**config.mk**
```make
export PLATFORM = sky130hd
export DESIGN_NAME = sram_sequencer
export DESIGN_NICKNAME = d
export VERILOG_FILES = /design/src/sram_pkg.sv /design/src/sram_sequencer.sv
export VERILOG_INCLUDE_DIRS = /design/src /design/src/src
export SDC_FILE = /design/constraint.sdc
export NUM_CORES = 1
export LEC_CHECK = 0
export BUFFER_PORTS_ARGS = -buffer_cell sky130_fd_sc_hd__buf_2
export CORE_ASPECT_RATIO = 1.4
export CORE_MARGIN = 2
export CORE_UTILIZATION = 48
export CTS_BUF_LIST = sky130_fd_sc_hd__clkbuf_8 sky130_fd_sc_hd__clkbuf_16
export CTS_CLUSTER_DIAMETER = 120
export DETAILED_ROUTE_END_ITERATION = 6
export PLACE_DENSITY = 0.8
export SYNTH_ARGS = -nofsm -noshare
export SYNTH_HDL_FRONTEND = slang
export SYNTH_SLANG_ARGS = --single-unit
```
**constraint.sdc**
```tcl
create_clock -name clk -period 3.55 [get_ports clk]
set_clock_uncertainty 0.05 [all_clocks]
set_input_delay 0.1775 -clock clk [delete_from_list [all_inputs] [get_ports clk]]
set_output_delay 0.1775 -clock clk [all_outputs]
set_load 0.01 [all_outputs]
```
**src/sram_settings.svh**
```systemverilog
`ifndef SRAM_SETTINGS_SVH
`define SRAM_SETTINGS_SVH

////////////////////////////////////////
// External SRAM geometry
////////////////////////////////////////

// Word address and data width of the chip
`define SRAM_ADDR_W 18
`define SRAM_DATA_W 16

// Extra cycles per phase out of reset
`define SRAM_WAIT_RESET 2

////////////////////////////////////////
// Register block
////////////////////////////////////////

// Byte address width, five registers of four bytes
`define REG_ADDR_W 5

`endif

```
**src/sram_pkg.sv**
```systemverilog
`default_nettype none

`include "sram_settings.svh"

package sram_pkg;

	// SRAM side
	typedef logic [`SRAM_ADDR_W-1:0] mem_addr_t;
	typedef logic [`SRAM_DATA_W-1:0] mem_data_t;

	// Extra cycles per phase
	typedef logic [3:0] wait_t;

	// Register block
	typedef logic [15:0] count_t;
	typedef logic [31:0] reg_data_t;

	// Owner of an access
	typedef logic [0:0] port_t;
	localparam port_t PORT_FETCH = 1'b0;
	localparam port_t PORT_EXE = 1'b1;

	// Sequencer phases
	typedef enum logic [1:0] {
		SEQ_IDLE,
		SEQ_SETUP,
		SEQ_STROBE,
		SEQ_HOLD
	} seq_state_t;

endpackage

`default_nettype wire

```
**src/sram_sequencer.sv**
```systemverilog
`timescale 1ns/1ps
`default_nettype none

module sram_sequencer
	import sram_pkg::*;
(
	input wire clk,
	input wire rst,

	// Access request from the arbiter
	input wire acc_start,
	input wire port_t acc_port,
	input wire acc_we,
	input wire mem_addr_t acc_addr,
	input wire mem_data_t acc_wdata,

	// Completion
	output logic acc_busy,
	output logic acc_done,
	output port_t done_port,
	output logic done_we,
	output mem_data_t acc_rdata,

	// Phase length from the register block
	input wire wait_t wait_cycles,

	// SRAM pins, data bus split into both directions
	output mem_addr_t ram_addr,
	output mem_data_t ram_wdata,
	input wire mem_data_t ram_rdata,
	output logic ram_data_oe,
	output logic ram_ce_n,
	output logic ram_oe_n,
	output logic ram_we_n
);

	seq_state_t state;
	wait_t phase_cnt;
	wait_t wait_q;
	logic phase_end;
	logic start_ok;
	port_t port_q;
	logic we_q;
	mem_addr_t addr_q;
	mem_data_t wdata_q;

	assign start_ok = (state == SEQ_IDLE) && acc_start;
	assign phase_end = (phase_cnt == '0);

	////////////////////////////////////////
	// Phase state machine
	////////////////////////////////////////

	// Each phase runs wait_q + 1 cycles
	always_ff @(posedge clk or negedge rst) begin
		if (!rst) begin
			state <= SEQ_IDLE;
			phase_cnt <= '0;
			acc_done <= 1'b0;
		end else begin
			acc_done <= 1'b0;
			case (state)
				SEQ_IDLE: begin
					if (acc_start) begin
						state <= SEQ_SETUP;
						phase_cnt <= wait_cycles;
					end
				end
				SEQ_SETUP: begin
					if (phase_end) begin
						state <= SEQ_STROBE;
						phase_cnt <= wait_q;
					end else begin
						phase_cnt <= phase_cnt - 1'b1;
					end
				end
				SEQ_STROBE: begin
					if (phase_end) begin
						state <= SEQ_HOLD;
						phase_cnt <= wait_q;
					end else begin
						phase_cnt <= phase_cnt - 1'b1;
					end
				end
				SEQ_HOLD: begin
					if (phase_end) begin
						state <= SEQ_IDLE;
						acc_done <= 1'b1;
					end else begin
						phase_cnt <= phase_cnt - 1'b1;
					end
				end
				default: state <= SEQ_IDLE;
			endcase
		end
	end

	// Latch the whole access, WAIT changes apply from the next one
	always_ff @(posedge clk) begin
		if (start_ok) begin
			wait_q <= wait_cycles;
			port_q <= acc_port;
			we_q <= acc_we;
			addr_q <= acc_addr;
			wdata_q <= acc_wdata;
		end

		// Read data taken on the last strobe cycle, OE still low
		if ((state == SEQ_STROBE) && phase_end && !we_q)
			acc_rdata <= ram_rdata;
	end

	////////////////////////////////////////
	// Outputs
	////////////////////////////////////////

	assign acc_busy = (state != SEQ_IDLE);
	assign done_port = port_q;
	assign done_we = we_q;

	assign ram_addr = addr_q;
	assign ram_wdata = wdata_q;

	// Chip enabled across setup, strobe and hold
	assign ram_ce_n = (state == SEQ_IDLE);
	assign ram_oe_n = !((state == SEQ_STROBE) && !we_q);
	assign ram_we_n = !((state == SEQ_STROBE) && we_q);

	// Write data stays on the bus through hold, past the WE rising edge
	assign ram_data_oe = we_q && (state != SEQ_IDLE);

endmodule

`default_nettype wire

```
==> results_dict.tcl <==
set metrics [dict create \
    fmax_mhz 482.5 \
    ant_nets 0 \
    ys.flop_type "edfxtp_1" \
    async_flop_share 0.1111 \
    die_area_mm2 0.005352 \
    cts_root_buffer "clkbuf_8" \
    wl_mm 6.602 \
    post-synth-top-count-cell "edfxtp_1" \
    netlist_area_mm2 0.002292 \
    avgSynthCellArea_um2 19.10 \
    coreArea_mm2 0.004572 \
    vias_per_cell 4.884 \
    ctsHoldBuffers 57 \
    cts_tree "yes" \
    hold_violations 0 \
    slowest_delay_ps 790 \
    post_cts_buffers 0 \
    die_h_um 85.77 \
    seq_area_frac_synth 0.8100 \
    dp_hpwl_mm 3.597 \
    p_sw_w 0.0007762 \
    synth.distinct_cells 31 \
    p_seq_frac 0.409 \
    critPathRequiredTime_ps 3450 \
    crit_path_top_delay_cell "and2_2" \
    grt_pass1_vias 1915 \
    grt_max_degree 41 \
    cp_top_family "simple AND/OR/NAND/NOR gates" \
    cp_max_fo 40 \
    cp.arrival_ps 1980 \
    cts.sinks 63 \
    cts-resized-gates 0 \
    io_pins 117 \
    antennaDiodeCount 0 \
    finalCritPeriodShare 0.5838 \
    pwr-share-comb 0.303 \
    r2r_slack_ps 1480 \
    dr_total_vias 1812 \
    rsz0062_at_grt "no" \
    post-route-min-period_ps 2072 \
    gp_congestion 0.8194 \
    synth_top_area_cell "edfxtp_1" \
    synth_fp_nets 186 \
    p_per_area_mw_per_mm2 678.3 \
    syn2layout_area_growth_pct 63.97 \
    max_slew.worst_pin.slew_ps 889.4 \
    drive_gt1_frac 0.4595 \
    clockBufferDepth 2 \
    drt_iter0_markers 95 \
    min_path_type "input port to async pin" \
    ys_ff_latch 63 \
    grt_pass1_wl_mm 9.860 \
    final_nets 370 \
    p_sw_frac 0.3045 \
    final_max_slew_viol_count 0 \
    synth.area.top_cells "edfxtp_1, dfrtp_1, ha_1, nor3_1, nor4b_4" \
    status "completed" \
    critPathKind "flip-flop to flip-flop" \
    setup.worst_path.start_class "flip-flop" \
    numCtsBuffers 9 \
    slew_headroom 0.4071 \
    h-tree-depth 3 \
    clkSlewWorstSetupHoldPaths_ps 70 \
    intPower_w 0.001773 \
    p_leak_nw 1.594 \
    route.detailed.wl_per_inst_um 17.80 \
    power_w 0.002549 \
    drt_first_pass_iters 4 \
    die-width_um 62.41 \
    yosysWarnings 0 \
    insertion_delay_ps 330 \
    pwr-share-clk 0.288 \
    cap_viol_max_count 0 \
    numPortBuffers 116 \
    cp-end-kind "flip-flop" \
    synth_commonest_cells "edfxtp_1, dfrtp_1, ha_1, inv_1, nor3_1" \
    tns_ps 0 \
    overflow 0 \
    setup_violations 0 \
    gr-usage-all-layers 0.2550 \
    ir_worst_vdd_mv 0.4089 \
    start_util 0.5014 \
    drc_errors 0 \
    synthDominantCellAreaShare 0.7336 \
    path_buf_inv 1 \
    synthCells 120 \
    antenna_found_initial 0 \
    rows 29 \
    synth_edf_count 56 \
    crit_chain "inv_1, ha_1, and2_2" \
]
routing by layer:
layer | share of wire | vias up | track usage
met5 | 0 | - | 0
met4 | 0.016 | 0 | 0.1051
met3 | 0.071 | 10 | 0.08661
met2 | 0.55 | 91 | 0.4555
met1 | 0.36 | 889 | 0.2768
li1 | - | 822 | -
flip-flops by register name, indices dropped and copies added, names as in the netlist, 2 cells and up:
name / count
wait_q: 4
state: 2
ram_addr: 18
acc_rdata: 16
phase_cnt: 4
ram_wdata: 16
cell type report:
class	count	area, um2
timing repair buffer	174	1159
sequential	63	1857
inverter	6	22.52
multi-input combinational	50	407.9
clock inverter	7	111.4
fill	249	813.3
clock buffer	9	123.9
tap	62	77.57
cells in the final DEF, fill, tap and decap left out, types with 2 or more instances in the layout:
cell type      instances
o21ai_0                3
nor3_1                 5
nor2_1                 4
nand2_1                4
nor2b_1                2
o22ai_1                2
a211oi_1               2
buf_2                116
edfxtp_1              56
clkinv_1               2
nand2b_1               2
bufinv_16              3
dfrtp_1                7
ha_1                   7
clkbuf_8               9
inv_1                  6
dlygate4sd3_1         57
cell families after synthesis:
family	synth area share
adder cells (fa/ha/maj)	0.03821
XOR/XNOR	0.007643
buffers and inverters	0.01474
AO/OA/AOI/OAI	0.04475
multiplexers	0.009279
flip-flops	0.8100
AND/OR/NAND/NOR	0.07532
stage by stage:
| step | hold WS, ps | utilization | instance area, um2 | instances | worst slack (ps) |
|---|---|---|---|---|---|
| after floorplan | -168.1 | - | 2292 | 120 | 1127 |
| after global placement | -23.49 | 0.6459 | 2953 | 298 | 1630 |
| after detailed placement | -21.04 | 0.6459 | 2953 | 298 | 1563 |
| after CTS | 154.9 | 0.8221 | 3759 | 371 | 1574 |
| after global routing | 167.3 | 0.8221 | 3759 | 371 | 1383 |
| final | 164.4 | 0.8221 | 3759 | 371 | 1478 |
power by group through the flow:
stage	logic, W	registers [W]	clock network (W)
finish	0.000773	0.00104	0.000734
global route	0.000841	0.00106	0.000782
CTS	0.000751	0.00104	0.000736
detailed placement	0.000701	0.00105	0
global placement	0.000685	0.00105	0
floorplan	0.000461	0.00107	0
path summary, 6_finish.rpt:
| kind | from | cells after the start | to |
|---|---|---|---|
| worst min register to register | wait_q[1]$_DFFE_PP_ | 2 | phase_cnt[1]$_DFFE_PN0P_ |
| worst min-delay path | rst | 2 | acc_done$_DFF_PN0_ |
| min in group clk | acc_start | 4 | phase_cnt[2]$_DFFE_PN0P_ |
| max in group asynchronous | rst | 2 | state[1]$_DFFE_PN0P_ |
| worst max register to register | state[0]$_DFFE_PN0P_ | 3 | ram_addr[13]$_DFFE_PP_ |
| worst max-delay path | state[0]$_DFFE_PN0P_ | 3 | ram_addr[13]$_DFFE_PP_ |
Power figures use the tool's default switching activity.
