[config.mk]
export PLATFORM = sky130hd
export DESIGN_NAME = sram_ctrl_regs
export DESIGN_NICKNAME = d
export VERILOG_FILES = /design/src/sram_pkg.sv /design/src/sram_ctrl_regs.sv
export VERILOG_INCLUDE_DIRS = /design/src /design/src/src
export SDC_FILE = /design/constraint.sdc
export NUM_CORES = 1
export LEC_CHECK = 0
export ABC_CLOCK_PERIOD_IN_PS = 2200
export BUFFER_PORTS_ARGS = -buffer_cell sky130_fd_sc_hd__clkbuf_2
export CELL_PAD_IN_SITES_DETAIL_PLACEMENT = 0
export CELL_PAD_IN_SITES_GLOBAL_PLACEMENT = 1
export CORE_MARGIN = 4
export CORE_UTILIZATION = 33
export DETAILED_ROUTE_END_ITERATION = 7
export GPL_TIMING_DRIVEN = 1
export MAX_ROUTING_LAYER = met4
export PLACE_DENSITY = 0.74
export SYNTH_ARGS = -nofsm -noshare
export SYNTH_HDL_FRONTEND = slang
export SYNTH_SLANG_ARGS = --single-unit
[constraint.sdc]
create_clock -name clk -period 2.2 [get_ports clk]
set_input_delay 0.66 -clock clk [delete_from_list [all_inputs] [get_ports clk]]
set_output_delay 0.66 -clock clk [all_outputs]
set_load 0.01 [all_outputs]
[src/sram_settings.svh]
`ifndef SRAM_SETTINGS_SVH
`define SRAM_SETTINGS_SVH

////////////////////////////////////////
// External SRAM geometry
////////////////////////////////////////

// Word address and data width of the chip
`define SRAM_ADDR_W 18
`define SRAM_DATA_W 16

// Extra cycles per phase out of reset
`define SRAM_WAIT_RESET 2

////////////////////////////////////////
// Register block
////////////////////////////////////////

// Byte address width, five registers of four bytes
`define REG_ADDR_W 5

`endif

[src/sram_pkg.sv]
`default_nettype none

`include "sram_settings.svh"

package sram_pkg;

	// SRAM side
	typedef logic [`SRAM_ADDR_W-1:0] mem_addr_t;
	typedef logic [`SRAM_DATA_W-1:0] mem_data_t;

	// Extra cycles per phase
	typedef logic [3:0] wait_t;

	// Register block
	typedef logic [15:0] count_t;
	typedef logic [31:0] reg_data_t;

	// Owner of an access
	typedef logic [0:0] port_t;
	localparam port_t PORT_FETCH = 1'b0;
	localparam port_t PORT_EXE = 1'b1;

	// Sequencer phases
	typedef enum logic [1:0] {
		SEQ_IDLE,
		SEQ_SETUP,
		SEQ_STROBE,
		SEQ_HOLD
	} seq_state_t;

endpackage

`default_nettype wire

[src/sram_ctrl_regs.sv]
`timescale 1ns/1ps
`default_nettype none

`include "sram_settings.svh"

module sram_ctrl_regs
	import sram_pkg::*;
(
	input wire clk,
	input wire rst,

	// AXI4-Lite write channels
	input wire [`REG_ADDR_W-1:0] awaddr,
	input wire awvalid,
	output logic awready,
	input wire reg_data_t wdata,
	input wire wvalid,
	output logic wready,
	output logic [1:0] bresp,
	output logic bvalid,
	input wire bready,

	// AXI4-Lite read channels
	input wire [`REG_ADDR_W-1:0] araddr,
	input wire arvalid,
	output logic arready,
	output reg_data_t rdata,
	output logic [1:0] rresp,
	output logic rvalid,
	input wire rready,

	// Sequencer status
	input wire acc_busy,
	input wire acc_done,
	input wire port_t done_port,
	input wire done_we,
	output wait_t wait_cycles
);

	localparam int IDX_W = `REG_ADDR_W - 2;
	localparam int N_CNT = 3;

	// Word index of each register
	localparam logic [IDX_W-1:0] IDX_WAIT = 'd0;
	localparam logic [IDX_W-1:0] IDX_STATUS = 'd1;
	localparam logic [IDX_W-1:0] IDX_FETCH_RD = 'd2;
	localparam logic [IDX_W-1:0] IDX_EXE_RD = 'd3;
	localparam logic [IDX_W-1:0] IDX_EXE_WR = 'd4;

	localparam logic [1:0] RESP_OKAY = 2'b00;
	localparam logic [1:0] RESP_SLVERR = 2'b10;

	logic aw_got;
	logic w_got;
	logic aw_take;
	logic w_take;
	logic wr_fire;
	logic [`REG_ADDR_W-1:0] aw_addr_q;
	logic [`REG_ADDR_W-1:0] wr_addr;
	reg_data_t w_data_q;
	reg_data_t wr_data;
	logic [IDX_W-1:0] wr_idx;
	logic [IDX_W-1:0] rd_idx;
	reg_data_t rd_word;

	// Counters in order fetch reads, execute reads, execute writes
	count_t cnt [N_CNT];
	logic [N_CNT-1:0] cnt_inc;
	logic [N_CNT-1:0] cnt_clr;

	function automatic logic idx_mapped(input logic [IDX_W-1:0] idx);
		return idx <= IDX_EXE_WR;
	endfunction

	////////////////////////////////////////
	// Write path
	////////////////////////////////////////

	// Address and data accepted independently, both closed by bvalid
	assign awready = !aw_got && !bvalid;
	assign wready = !w_got && !bvalid;
	assign aw_take = awvalid && awready;
	assign w_take = wvalid && wready;

	assign wr_fire = (aw_got || aw_take) && (w_got || w_take);
	assign wr_addr = aw_got ? aw_addr_q : awaddr;
	assign wr_data = w_got ? w_data_q : wdata;
	assign wr_idx = wr_addr[`REG_ADDR_W-1:2];

	always_ff @(posedge clk) begin
		if (aw_take)
			aw_addr_q <= awaddr;
		if (w_take)
			w_data_q <= wdata;
	end

	always_ff @(posedge clk or negedge rst) begin
		if (!rst) begin
			aw_got <= 1'b0;
			w_got <= 1'b0;
			bvalid <= 1'b0;
			bresp <= RESP_OKAY;
			wait_cycles <= wait_t'(`SRAM_WAIT_RESET);
		end else begin
			if (bvalid && bready)
				bvalid <= 1'b0;

			if (wr_fire) begin
				aw_got <= 1'b0;
				w_got <= 1'b0;
				bvalid <= 1'b1;
				bresp <= idx_mapped(wr_idx) ? RESP_OKAY : RESP_SLVERR;
				if (wr_idx == IDX_WAIT)
					wait_cycles <= wr_data[$bits(wait_t)-1:0];
			end else begin
				if (aw_take)
					aw_got <= 1'b1;
				if (w_take)
					w_got <= 1'b1;
			end
		end
	end

	////////////////////////////////////////
	// Access counters
	////////////////////////////////////////

	always_comb begin
		cnt_inc[0] = acc_done && (done_port == PORT_FETCH);
		cnt_inc[1] = acc_done && (done_port == PORT_EXE) && !done_we;
		cnt_inc[2] = acc_done && (done_port == PORT_EXE) && done_we;
		for (int i = 0; i < N_CNT; i++)
			cnt_clr[i] = wr_fire && (wr_idx == IDX_FETCH_RD + IDX_W'(i));
	end

	// Saturating, a software clear beats a same cycle increment
	always_ff @(posedge clk or negedge rst) begin
		if (!rst) begin
			for (int i = 0; i < N_CNT; i++)
				cnt[i] <= '0;
		end else begin
			for (int i = 0; i < N_CNT; i++) begin
				if (cnt_clr[i])
					cnt[i] <= '0;
				else if (cnt_inc[i] && (cnt[i] != '1))
					cnt[i] <= cnt[i] + 1'b1;
			end
		end
	end

	////////////////////////////////////////
	// Read path
	////////////////////////////////////////

	assign arready = !rvalid;
	assign rd_idx = araddr[`REG_ADDR_W-1:2];

	always_comb begin
		case (rd_idx)
			IDX_WAIT: rd_word = reg_data_t'(wait_cycles);
			IDX_STATUS: rd_word = reg_data_t'(acc_busy);
			IDX_FETCH_RD: rd_word = reg_data_t'(cnt[0]);
			IDX_EXE_RD: rd_word = reg_data_t'(cnt[1]);
			IDX_EXE_WR: rd_word = reg_data_t'(cnt[2]);
			default: rd_word = '0;
		endcase
	end

	always_ff @(posedge clk or negedge rst) begin
		if (!rst) begin
			rvalid <= 1'b0;
			rresp <= RESP_OKAY;
		end else if (rvalid) begin
			if (rready)
				rvalid <= 1'b0;
		end else if (arvalid) begin
			rvalid <= 1'b1;
			rresp <= idx_mapped(rd_idx) ? RESP_OKAY : RESP_SLVERR;
		end
	end

	// Response word, held with rvalid
	always_ff @(posedge clk) begin
		if (arvalid && arready)
			rdata <= rd_word;
	end

endmodule

`default_nettype wire

==> results.md <==
Outcome:
- The run finished with clean final reports.

Clock network:
- The clock transition time at the flip-flop clock pins of the worst setup and hold paths is 60 ps.
- Clock tree synthesis inserted a total of 9 buffers.
- The maximum level of the CTS H-tree is 3.
- The count of hold buffers inserted by post-cts repair is 0.
- The CTS tree is done.
- For this design, the sink count on the clock tree is 81.
- Clock latency on the worst-skew pair, taken at its later pin, is 340 ps.
- Post-CTS timing repair inserted 0 buffers for setup.
- Once the clock tree was built, the resizer swapped 0 gates to a different size.
- In this run the deepest clock path goes through 2 buffers.
- Clock tree synthesis selected as its root buffer the cell clkbuf_16.

Job:
- The max capacitance violation total is 0.

Critical path:
- In this run the worst path has a maximum fanout of 11.
- Traced cell by cell, the critical path runs through o22a_1 > nand2_1 > nor3_2 > mux2_2.
- The class of the most critical setup path is reg -> reg.
- The endpoint type of the worst setup path is a flop.
- The number of buffers and inverters on the critical path is 0.
- Data on the critical path is required at its endpoint by 2410 ps.
- The critical-path cell with the highest stage delay is dfrtp_1.
- The type of origin of the critical path is a flop.
- The kind of cell with the highest combined delay along the critical path is flip-flops.
- The worst register-to-register path begins at aw_got.
- The biggest cell delay along the critical path is 550 ps.
- The data arrival time of the worst path is 2160 ps.
- The start point of the critical path is aw_got.

Logic synthesis:
- After synthesis, the most frequently instantiated cells are nand2_1 (58), dfrtp_1 (57), a21oi_1 (36), o21ai_0 (33), mux2i_1 (27).
- The count of unique library cells instantiated by Yosys is 61.
- The number of warnings reported in the yosys synthesis log is 0.
- In this run, synthesis inferred 23 flip-flops with an integrated enable.
- Counting flops with an async set or reset pin after synthesis yields a share of 71.6%.
- A synthesized cell averages 9.83 µm².
- The most used flip-flop cell after synthesis is dfrtp_1.
- The share of the synthesized area in the top cell type is 30.9%.
- The dominant cell type by area after synthesis is dfrtp_1.
- After synthesis the cells add up to 4620 µm².
- The gate count after technology mapping is 470.
- Sorting the synthesized cells by area gives the leading types as dfrtp_1 (31%), edfxtp_1 (15%), mux2i_1 (5.8%).
- After synthesis, flip-flops and latches occupy 46.4% of the total area.
- The flop and latch count out of synthesis is 81.
- Yosys instantiated no cell more often than nand2_1.

Cells and area:
- The post-route netlist has 20.0% of its cells at a drive strength greater than 1.
- The number of diodes is 0.
- The net count of the finished layout is 586.
- The area growth from synthesis to layout is 16.1%.
- At the end of the flow the core is filled with cells to 39.9%.
- Fill cells in the final layout number 1378.

Detailed routing:
- The top routing layer in use is met4.
- The length of routed met2 wiring is 5390 µm.
- The detailed router put a total of 5310 µm of wire on met1.
- After detailed routing, the number of vias per cell comes to 5.48.
- The number of remaining DRC errors is 0.
- The final layout contains routed wiring with a total length of 11600 µm.
- The average wire length per cell after detail routing is 16.3 µm.
- After the first detailed-routing iteration, the DRC count stood at 180.
- The routed design uses 718 µm of met3 wire.
- Once detail routing completed, the nets flagged for antenna violations numbered 0.
- Across all layers, the routed design uses 3898 vias.
- The pre-antenna-repair detailed-routing pass consisted of 5 iterations.

STA:
- Setup repair after global routing left no endpoint under its margin.
- The clock skew is 6.96 ps.
- Hold is met by 322 ps.
- Setup violations remaining at the end of the flow were counted as 0.
- The period utilization is 88.3%.
- At the pin with the least slew margin, the transition time is 830 ps.
- The final critical delay including setup and external delays is 1940 ps.
- The final hold violation count is 0.
- Timing would allow up to 515 MHz.
- The number of max-slew violations in the final report came to 0.
- The final worst-path setup slack is 257 ps.
- The setup total negative slack is 0 ps.
- The worst pin sits at a relative slew slack of 44.5%.

Floorplan:
- In this run the core area contains 42 standard-cell rows.
- The die area is 16000 µm².
- The floorplan core area is 13500 µm².
- During I/O placement, the number of pins put on the boundary was 98.
- Once the floorplan was initialized, standard cells occupied 34.3% of the core.
- The die is 126 µm wide.
- The vertical die dimension is 126 µm.

Global route:
- The first global-routing pass estimated 19100 µm of wire.
- The number of antenna violations at the first check in global routing came to 0.
- The via count of the first global-routing pass is 3741.
- Entering global routing, the biggest net connects 59 pins.
- After global routing the overflow that remains totals 0.
- Across every metal layer, demand over resource in global routing totals 15.1%.

Worst hold path:
- The worst min-delay path category is in -> async.

Power and ir drop:
- The power per cell area is 824 nW/µm².
- The worst vdd rail ir drop is 0.380 mV.
- For this design the static power due to leakage is 2.18 nW.

Placed design:
- The number of buffers added on ports is 47.
- Routability-driven placement finished with a final weighted congestion of 0.826.
- OpenSTA, run right after detailed placement, puts the worst setup slack at 137 ps.
- The HPWL after detailed placement is 8740 µm.
## area by class of cell
cell class	count	area (µm²)	area share [%]
Timing Repair Buffer	70	420	7.84
Clock buffer	11	233	4.34
Inverter	9	33.8	0.630
Clock inverter	5	32.5	0.606
Sequential cell	81	2140	39.9
Tap cell	176	220	4.10
Multi-Input combinational cell	359	2280	42.5
## registers in the layout (all words and copies together), names as in the netlist, 3 cells and up
register     count
aw_addr_q        3
w_data_q         4
cnt             48
wait_cycles      4
rdata           16
## kinds of logic (layout without fill, tap and decap cells)
group | after synthesis | count (layout) | synth area share (%)
AOI/OAI and AO/OA | 119 | 119 | 16.5
DFF | 81 | 81 | 46.4
other | 1 | 18 | 0.0812
muxes | 37 | 37 | 8.29
and+or+nand+nor | 182 | 182 | 22.3
buffers and inverters | 47 | 95 | 5.66
adders and majority gates | 3 | 3 | 0.812
## layout by cell type, fill, tap and decap left out, types with 6 or more instances in the layout
cell type / n
dfrtp_1: 57
mux2i_1: 27
o31ai_1: 10
nand2b_1: 8
o21ai_0: 33
nand2_1: 58
mux2_2: 10
buf_4: 22
nand3_1: 14
clkbuf_2: 47
clkbuf_16: 9
and4_1: 6
conb_1: 18
a21oi_1: 36
or4_1: 13
and3_1: 7
edfxtp_1: 23
inv_1: 9
nand4_1: 13
nor2_1: 13
or3_1: 11
nor3_1: 10
## power by group
part | leakage [nW] | switching [mW] | total (mW) | internal, mW
clock | 0.122 | 0.596 | 1.36 | 0.761
combinational | 1.06 | 0.530 | 0.944 | 0.413
sequential | 0.999 | 0.298 | 2.12 | 1.82
total | 2.18 | 1.42 | 4.42 | 3.00
## per-stage QoR
| step | cells | instance area [µm²] | power, mW |
|---|---|---|---|
| 2_1_floorplan | 487 | 4680 | 2.74 |
| 3_3_place_gp | 695 | 5100 | 3.06 |
| 3_5_place_dp | 695 | 5100 | 3.10 |
| 4_1_cts | 711 | 5370 | 4.47 |
| 5_1_grt | 711 | 5370 | 4.71 |
| 6_report | 711 | 5370 | 4.42 |
## worst reg2reg max path: stages (launching register included)
cell and delay (ps):
dfrtp_1 550, o22a_1 340, nand2_1 150, nor3_2 390, mux2_2 390
## per-layer routing
layer	vias up	GRT usage, %
met5	-	-
met4	0	4.29
met3	19	3.11
met2	129	23.5
met1	1879	20.1
li1	1871	-
## path summary, 6_finish.rpt
kind	to	slack, ps	cells after the start
setup / recovery	wait_cycles[0]	260	4
hold / removal	cnt[8]	320	2
setup reg to reg	wait_cycles[0]	260	4
hold reg to reg	bresp[1]	500	2
max in group asynchronous	wait_cycles[1]	1560	2
min in group clk	bresp[1]	500	2
Power figures use the tool's default switching activity.
