## config.mk

```make
export PLATFORM = sky130hd
export DESIGN_NAME = sram_arbiter
export DESIGN_NICKNAME = d
export VERILOG_FILES = /design/src/sram_pkg.sv /design/src/sram_arbiter.sv
export VERILOG_INCLUDE_DIRS = /design/src /design/src/src
export SDC_FILE = /design/constraint.sdc
export NUM_CORES = 1
export LEC_CHECK = 0
export ABC_AREA = 1
export ABC_CLOCK_PERIOD_IN_PS = 5000
export BUFFER_PORTS_ARGS = -buffer_cell sky130_fd_sc_hd__buf_4
export CORE_UTILIZATION = 25
export DETAILED_ROUTE_END_ITERATION = 8
export PLACE_DENSITY = 0.61
export SKIP_CTS_REPAIR_TIMING = 1
export SYNTH_ARGS = -nofsm -noshare
export SYNTH_HDL_FRONTEND = slang
export SYNTH_SLANG_ARGS = --single-unit
```

## constraint.sdc

```tcl
create_clock -name clk -period 5 [get_ports clk]
set_clock_uncertainty 0.15 [all_clocks]
set_input_delay 0.5 -clock clk [delete_from_list [all_inputs] [get_ports clk]]
set_output_delay 0.5 -clock clk [all_outputs]
set_load 0.1 [all_outputs]
```

## src/sram_settings.svh

```systemverilog
`ifndef SRAM_SETTINGS_SVH
`define SRAM_SETTINGS_SVH

////////////////////////////////////////
// External SRAM geometry
////////////////////////////////////////

// Word address and data width of the chip
`define SRAM_ADDR_W 18
`define SRAM_DATA_W 16

// Extra cycles per phase out of reset
`define SRAM_WAIT_RESET 2

////////////////////////////////////////
// Register block
////////////////////////////////////////

// Byte address width, five registers of four bytes
`define REG_ADDR_W 5

`endif

```

## src/sram_pkg.sv

```systemverilog
`default_nettype none

`include "sram_settings.svh"

package sram_pkg;

	// SRAM side
	typedef logic [`SRAM_ADDR_W-1:0] mem_addr_t;
	typedef logic [`SRAM_DATA_W-1:0] mem_data_t;

	// Extra cycles per phase
	typedef logic [3:0] wait_t;

	// Register block
	typedef logic [15:0] count_t;
	typedef logic [31:0] reg_data_t;

	// Owner of an access
	typedef logic [0:0] port_t;
	localparam port_t PORT_FETCH = 1'b0;
	localparam port_t PORT_EXE = 1'b1;

	// Sequencer phases
	typedef enum logic [1:0] {
		SEQ_IDLE,
		SEQ_SETUP,
		SEQ_STROBE,
		SEQ_HOLD
	} seq_state_t;

endpackage

`default_nettype wire

```

## src/sram_arbiter.sv

```systemverilog
`timescale 1ns/1ps
`default_nettype none

module sram_arbiter
	import sram_pkg::*;
(
	input wire clk,
	input wire rst,

	// Instruction fetch port, read only
	input wire fetch_req,
	input wire mem_addr_t fetch_addr,
	output logic fetch_done,
	output mem_data_t fetch_rdata,

	// Execute port
	input wire exe_req,
	input wire exe_we,
	input wire mem_addr_t exe_addr,
	input wire mem_data_t exe_wdata,
	output logic exe_done,
	output mem_data_t exe_rdata,

	// Towards the sequencer
	output logic acc_start,
	output port_t acc_port,
	output logic acc_we,
	output mem_addr_t acc_addr,
	output mem_data_t acc_wdata,
	input wire acc_busy,
	input wire acc_done,
	input wire port_t done_port,
	input wire mem_data_t acc_rdata
);

	logic fetch_act;
	logic exe_act;
	logic grant_ok;
	logic grant_exe;
	logic grant_fetch;
	logic fetch_hit;
	logic exe_hit;
	logic exe_rd_hit;
	mem_data_t fetch_q;
	mem_data_t exe_q;

	////////////////////////////////////////
	// Grant
	////////////////////////////////////////

	// Sequencer idle and nothing issued last cycle
	assign grant_ok = !acc_busy && !acc_start;

	// Execute wins a tie
	assign grant_exe = grant_ok && exe_req && !exe_act;
	assign grant_fetch = grant_ok && fetch_req && !fetch_act && !grant_exe;

	always_ff @(posedge clk or negedge rst) begin
		if (!rst) begin
			acc_start <= 1'b0;
			fetch_act <= 1'b0;
			exe_act <= 1'b0;
		end else begin
			acc_start <= grant_exe || grant_fetch;

			// A port stays masked until its own done pulse
			if (grant_exe)
				exe_act <= 1'b1;
			else if (exe_hit)
				exe_act <= 1'b0;

			if (grant_fetch)
				fetch_act <= 1'b1;
			else if (fetch_hit)
				fetch_act <= 1'b0;
		end
	end

	// Access payload, held until the next grant
	always_ff @(posedge clk) begin
		if (grant_exe) begin
			acc_port <= PORT_EXE;
			acc_we <= exe_we;
			acc_addr <= exe_addr;
			acc_wdata <= exe_wdata;
		end else if (grant_fetch) begin
			acc_port <= PORT_FETCH;
			acc_we <= 1'b0;
			acc_addr <= fetch_addr;
		end
	end

	////////////////////////////////////////
	// Completion steering
	////////////////////////////////////////

	assign fetch_hit = acc_done && (done_port == PORT_FETCH);
	assign exe_hit = acc_done && (done_port == PORT_EXE);

	// acc_we still describes the finishing access here
	assign exe_rd_hit = exe_hit && !acc_we;

	assign fetch_done = fetch_hit;
	assign exe_done = exe_hit;

	always_ff @(posedge clk) begin
		if (fetch_hit)
			fetch_q <= acc_rdata;
		if (exe_rd_hit)
			exe_q <= acc_rdata;
	end

	// Bypass so the result is valid during the done pulse itself
	assign fetch_rdata = fetch_hit ? acc_rdata : fetch_q;
	assign exe_rdata = exe_rd_hit ? acc_rdata : exe_q;

endmodule

`default_nettype wire

```

==> run metrics, run 1 <==
status=finished, final reports clean; synth unique cells=15; Cell Count, Final, Fillers Out=527; 1st-iter DRT viols=58; final max-slew violation count=0; initial antenna violation count=0; max cap viols=0; via count=2099; slack of the critical path=1.947 ns; maximum clock frequency=327.6 MHz; Final Hold Violating Endpoints=0; Final min period=3.053 ns; total CTS buffers=9; worst vdd ir=0.0003237 V; post-synthesis sequential area ratio=70.28%; worst path arrival time=2.40 ns; Die X=102.8 um; layout cells sized above 1=41.88%; CTS max path bufs=2; H-Tree Depth=3; CP required=4.35 ns; wirelength, routed=6219 um; Worst-Skew Late Latency=0.33 ns; Num Clock Sinks=71; synthesis warning total=0; detailed placer's ending HPWL=4510 um; Residual DRC=0; ranking of synthesized cells by area=edfxtp_1 41%, dfxtp_1 26%, nand2_1 11%; FP Rows=36; area leader, netlist=edfxtp_1; Yosys top cell area share=41.34%; largest net degree at the start of global routing=35; # IOs=147; worst-path fanout max=32; Yosys reg bits=71; unrepaired setup endpoints after global routing=no; worst slew pin tran=1.004 ns; top cells by count, synth=77 x nand2_1, 35 x edfxtp_1, 33 x dfxtp_1, 33 x o21ai_0, 25 x inv_1; Post-DRT Antenna Nets=0; worst hold-check path type=in2reg; CTS root buffer=clkbuf_8; PD cells=509.7 mW/mm^2; synthesized instance count=242; Syn Nets=318; Die Y=102.8 um; Post-synth EDFFs=35; pre-CTS setup slack=2.116 ns; DR vias/cell=3.983; period utilization=61.06%; Main synth FF type=edfxtp_1; WL per Instance=11.80 um; # port buffers=146; core footprint=0.009819 sq mm; die area=0.01058 sq mm; clock-pin slew on the worst setup and hold paths=0.08 ns; Slew HR=32.90%; LEAKAGE=1.907 nW; vias in the first global route=1868; CP Launch Type=flop; Ant. Diodes=0; Worst Setup Path Type=reg2out; NumNets Final=465; Critical Path End Type=primary output; GRT overflow=0; Initial Utilization=25.89%; first-pass GRT wire length=8880 um; First-pass DRT Iterations=4; global-route usage over all layers=11.29%; CTS tree=yes; area grow syn2layout=54.08%; setup_tns=0 ns; Syn Area/Cell=10.51 sq um; final setup vio count=0; Post-Syn Area=0.002542 sq mm; routability cong.=0.7316; count leader, synth=nand2_1; post-placement cell count=510; Post-synth ARST share=4.225%
==> worst max-delay path, cell delays in order, from the launching register on <==
cell	delay [ns]
edfxtp_1	0.39
inv_1	0.06
nand3_1	0.68
o21ai_0	0.56
buf_4	0.36
==> sequential cells by signal (all words and copies together), names as in the netlist <==
name	cells
acc_addr	18
acc_port	1
acc_start	1
acc_wdata	16
acc_we	1
exe_act	1
exe_q	16
fetch_act	1
fetch_q	16
==> layout make-up <==
class	count	area [sq um]
Fill cell	982	5902
Sequential cell	71	1787
Timing Repair Buffer	147	1106
Multi-Input combinational cell	135	593.1
Tap cell	133	166.4
Clock buffer	9	123.9
Inverter	25	93.84
Clock inverter	7	47.55
==> cells in the final DEF (no fill, tap or decap), drive strengths merged <==
cell type / synthesis / layout
buf: 10 / 146
clkbuf: 1 / 9
clkinv: 0 / 5
clkinvlp: 0 / 1
dfrtp: 3 / 3
dfxtp: 33 / 33
dlygate4sd3: 0 / 1
edfxtp: 35 / 35
inv: 25 / 26
nand2: 78 / 78
nand3: 20 / 20
nor2: 4 / 4
o21ai: 33 / 33
==> report_power, final <==
group          internal, mW  switching [mW]
registers             0.706          0.0259
clock network         0.180           0.222
logic                 0.164           0.699
total                  1.05           0.947
==> routing by layer <==
metal / vias up / GRT usage [%] / wire length (um)
met1: 900 / 13.56 / 2630
met5: - / 0 / 0
met4: 0 / 5.200 / 121
met3: 10 / 5.492 / 672
met2: 105 / 17.03 / 2794
li1: 1084 / - / -
==> kinds of logic (layout without fill, tap and decap cells) <==
kind of cell / count (synthesis) / after routing / synth area share [%]
compound gates: 33 / 33 / 6.496
buf+inv: 36 / 188 / 6.397
flops: 71 / 71 / 70.28
simple gates: 102 / 102 / 16.83
==> worst paths after layout <==
kind | to | from | depth (start not counted) | slack [ns]
hold / removal | acc_wdata[10] | exe_wdata[10] | 1 | 0.18
setup / recovery | exe_rdata[10] | acc_we | 4 | 1.95
min in group asynchronous | acc_start | rst | 2 | 0.33
hold reg to reg | acc_port | acc_port | 2 | 0.33
max in group asynchronous | fetch_act | rst | 2 | 4.26
setup reg to reg | acc_we | acc_start | 3 | 2.38
==> metrics by stage <==
stage	cell area (sq um)	hold WS (ns)	total power [mW]	utilization (%)
floorplan	2542	0.05441	1.425	-
global placement	3736	0.1481	1.605	38.05
detailed placement	3736	0.1472	1.611	38.05
CTS	3908	-0.2310	2.021	39.79
global route	3918	0.1519	2.090	39.90
finish	3918	0.1842	1.997	39.90
Power figures use the tool's default switching activity.
==> inputs of run 2 (changes only) <==
ABC_AREA = 0   (was 1)
ABC_CLOCK_PERIOD_IN_PS = 2530   (was 5000)
PLACE_DENSITY = 0.63   (was 0.61)
clock period = 2.53 ns   (was 5 ns; I/O delays follow)
==> run 2 against run 1 <==
Setup slack worse by 1.5 ns; sequential power up 99%; synthesized cell count down 43%; global-route usage down 0.21 points; cell count down 13%; non-clock buffer count up 28; area after synthesis down 2.0%; clock-buffer cell count up 1; critical endpoint is now exe_rdata[11]; largest cell class unchanged; highest routed layer unchanged.
==> run metrics, run 2 <==
status=finished, final reports clean; initial antenna violation count=0; max cap viols=0; area grow syn2layout=69.53%; total CTS buffers=9; Worst Hold Path EP=fetch_q[7]; first-pass GRT wire length=8369 um; setup_tns=0 ns; First-pass DRT Iterations=4; Yosys top cell area share=42.17%; Reg2Reg Depth=2; Residual DRC=0; worst vdd ir=0.0004595 V; 1st-iter DRT viols=25; routability cong.=0.6562; Worst Setup Path Type=reg2out; Die X=101.8 um; top cells by count, synth=50 x mux2_2, 35 x edfxtp_1, 33 x dfxtp_1, 3 x dfrtp_1; via count=1811; vias in the first global route=1678; CTS root buffer=clkbuf_8; power share of the combinational group=43.7%; storage element area=0.001787 sq mm; r2r setup slk=0.61 ns; worst hold start=acc_rdata[7]; clock-pin slew on the worst setup and hold paths=0.07 ns; P_int=2.400 mW; Biggest register=acc_addr; ranking of synthesized cells by area=edfxtp_1 42%, dfxtp_1 27%, mux2_2 23%; largest net degree at the start of global routing=27; worst slew pin tran=0.5426 ns; Final min period=2.114 ns; Post-synth EDFFs=35; post-synthesis sequential area ratio=71.69%; Ant. Diodes=0; Post-DRT Antenna Nets=0; # port buffers=146; CP required=2.13 ns; GRT overflow=0; Fill cells=927; count leader, synth=mux2_2; synth unique cells=19; clock group share of total power=22.6%; most frequent cells in the layout=149 x buf_4, 50 x mux2_2, 35 x edfxtp_1; WL per Instance=13.28 um; die area=0.01037 sq mm; Slew HR=63.83%; Post-synth ARST share=4.225%; wirelength, routed=6082 um; PD cells=1021 mW/mm^2; Finished Cell Area=0.004225 sq mm; register share of total power=33.8%; worst hold-check path type=in2reg; CTS max path bufs=2; Yosys reg bits=71; global-route usage over all layers=11.08%; FP Rows=36; worst reg2reg path startpoint=acc_start; synthesis warning total=0; Switching Share=44.38%; detailed placer's ending HPWL=4263 um; area leader, netlist=edfxtp_1; H-Tree Depth=3; NumNets Final=396; Num Clock Sinks=71; commonest non-fill, non-tap cell in the layout=buf_4; FF-to-FF End=acc_addr[4]; core footprint=0.009729 sq mm; Syn Nets=215; Worst-Skew Late Latency=0.34 ns; final max-slew violation count=0; final setup vio count=0; Die Y=101.8 um; Main synth FF type=edfxtp_1; # IOs=147; Initial Utilization=25.62%; CTS tree=yes; synthesized instance count=139; worst path arrival time=1.71 ns; Worst Hold Depth=2; DP Area=0.003762 sq mm; Post-Syn Area=0.002492 sq mm; LEAKAGE=1.827 nW; Final Hold Violating Endpoints=0; maximum clock frequency=473.1 MHz; Syn Area/Cell=17.93 sq um; DR vias/cell=3.954; CP Launch Type=flop; unrepaired setup endpoints after global routing=no; Critical Path End Type=primary output; worst-path fanout max=16; Sw Pwr=1.914 mW; period utilization=83.54%; layout cells sized above 1=67.38%; max reg flops=18; area of the multi-input gates=663.1 sq um
[run 2: changes by cell type after synthesis, sizes merged, moves of 2 or more]
cell / change
inv: -23
nand3: -20
buf: -5
mux2: +50
o21ai: -33
nor2: -4
a21o: +2
nand2: -77
[run 2: final cells by class]
class	count	share of cell area, %
clock buffer	10	3.020
multi-input combinational	61	15.69
sequential	71	42.29
inverter	2	0.1777
tap	133	3.938
clock inverter	6	2.014
timing repair buffer	175	32.87
[run 2: power by group through the flow]
stage / registers [mW] / logic [mW] / clock network, mW
4_1_cts: 1.46 / 1.86 / 1.02
3_3_place_gp: 1.48 / 1.85 / 0
6_report: 1.46 / 1.88 / 0.974
3_5_place_dp: 1.48 / 1.86 / 0
2_1_floorplan: 1.94 / 1.01 / 0
5_1_grt: 1.48 / 1.94 / 1.07
[run 2: worst max-delay path by stage]
stage               from  slack [ns]  cells past startpoint             to
2_1_floorplan     acc_we        0.05                      3  exe_rdata[10]
5_1_grt           acc_we        0.32                      4   exe_rdata[5]
3_3_place_gp     exe_act        0.62                      3   acc_addr[14]
6_report          acc_we        0.42                      4  exe_rdata[11]
4_1_cts           acc_we        0.36                      4  exe_rdata[11]
3_5_place_dp   acc_start        0.59                      2    acc_addr[8]
[run 2: worst max-delay path: stages, from the launching register on]
cell and delay (ns):
edfxtp_1 0.39, nand3b_1 0.12, buf_4 0.24, mux2_2 0.38, buf_4 0.24
[run 2: per-layer routing]
| metal | wire (um) | vias up | track usage [%] |
|---|---|---|---|
| li1 | - | 876 | - |
| met4 | 82 | 0 | 4.615 |
| met5 | 0 | - | 0 |
| met3 | 462 | 7 | 5.198 |
| met2 | 2958 | 87 | 17.41 |
| met1 | 2579 | 841 | 13.06 |
[run 2: cells by family after synthesis]
family	count (synthesis)	share of synthesized area [%]
flip-flops	71	71.69
AO/OA/AOI/OAI	3	0.9040
AND/OR/NAND/NOR	8	2.912
buffers and inverters	7	1.908
multiplexers	50	22.59
[run 2: stage by stage]
| step | cells | setup slack [ns] | total power [mW] | hold slack [ns] | util [%] |
|---|---|---|---|---|---|
| after floorplan | 139 | 0.04553 | 2.947 | -0.1926 | - |
| after CTS | 433 | 0.3586 | 4.342 | -0.4848 | 40.86 |
| after global routing | 458 | 0.3193 | 4.483 | 0.001056 | 43.43 |
| after global placement | 417 | 0.6215 | 3.329 | -0.1050 | 38.67 |
| final | 458 | 0.4164 | 4.314 | 0.01798 | 43.43 |
| after detailed placement | 417 | 0.5892 | 3.344 | -0.1007 | 38.67 |
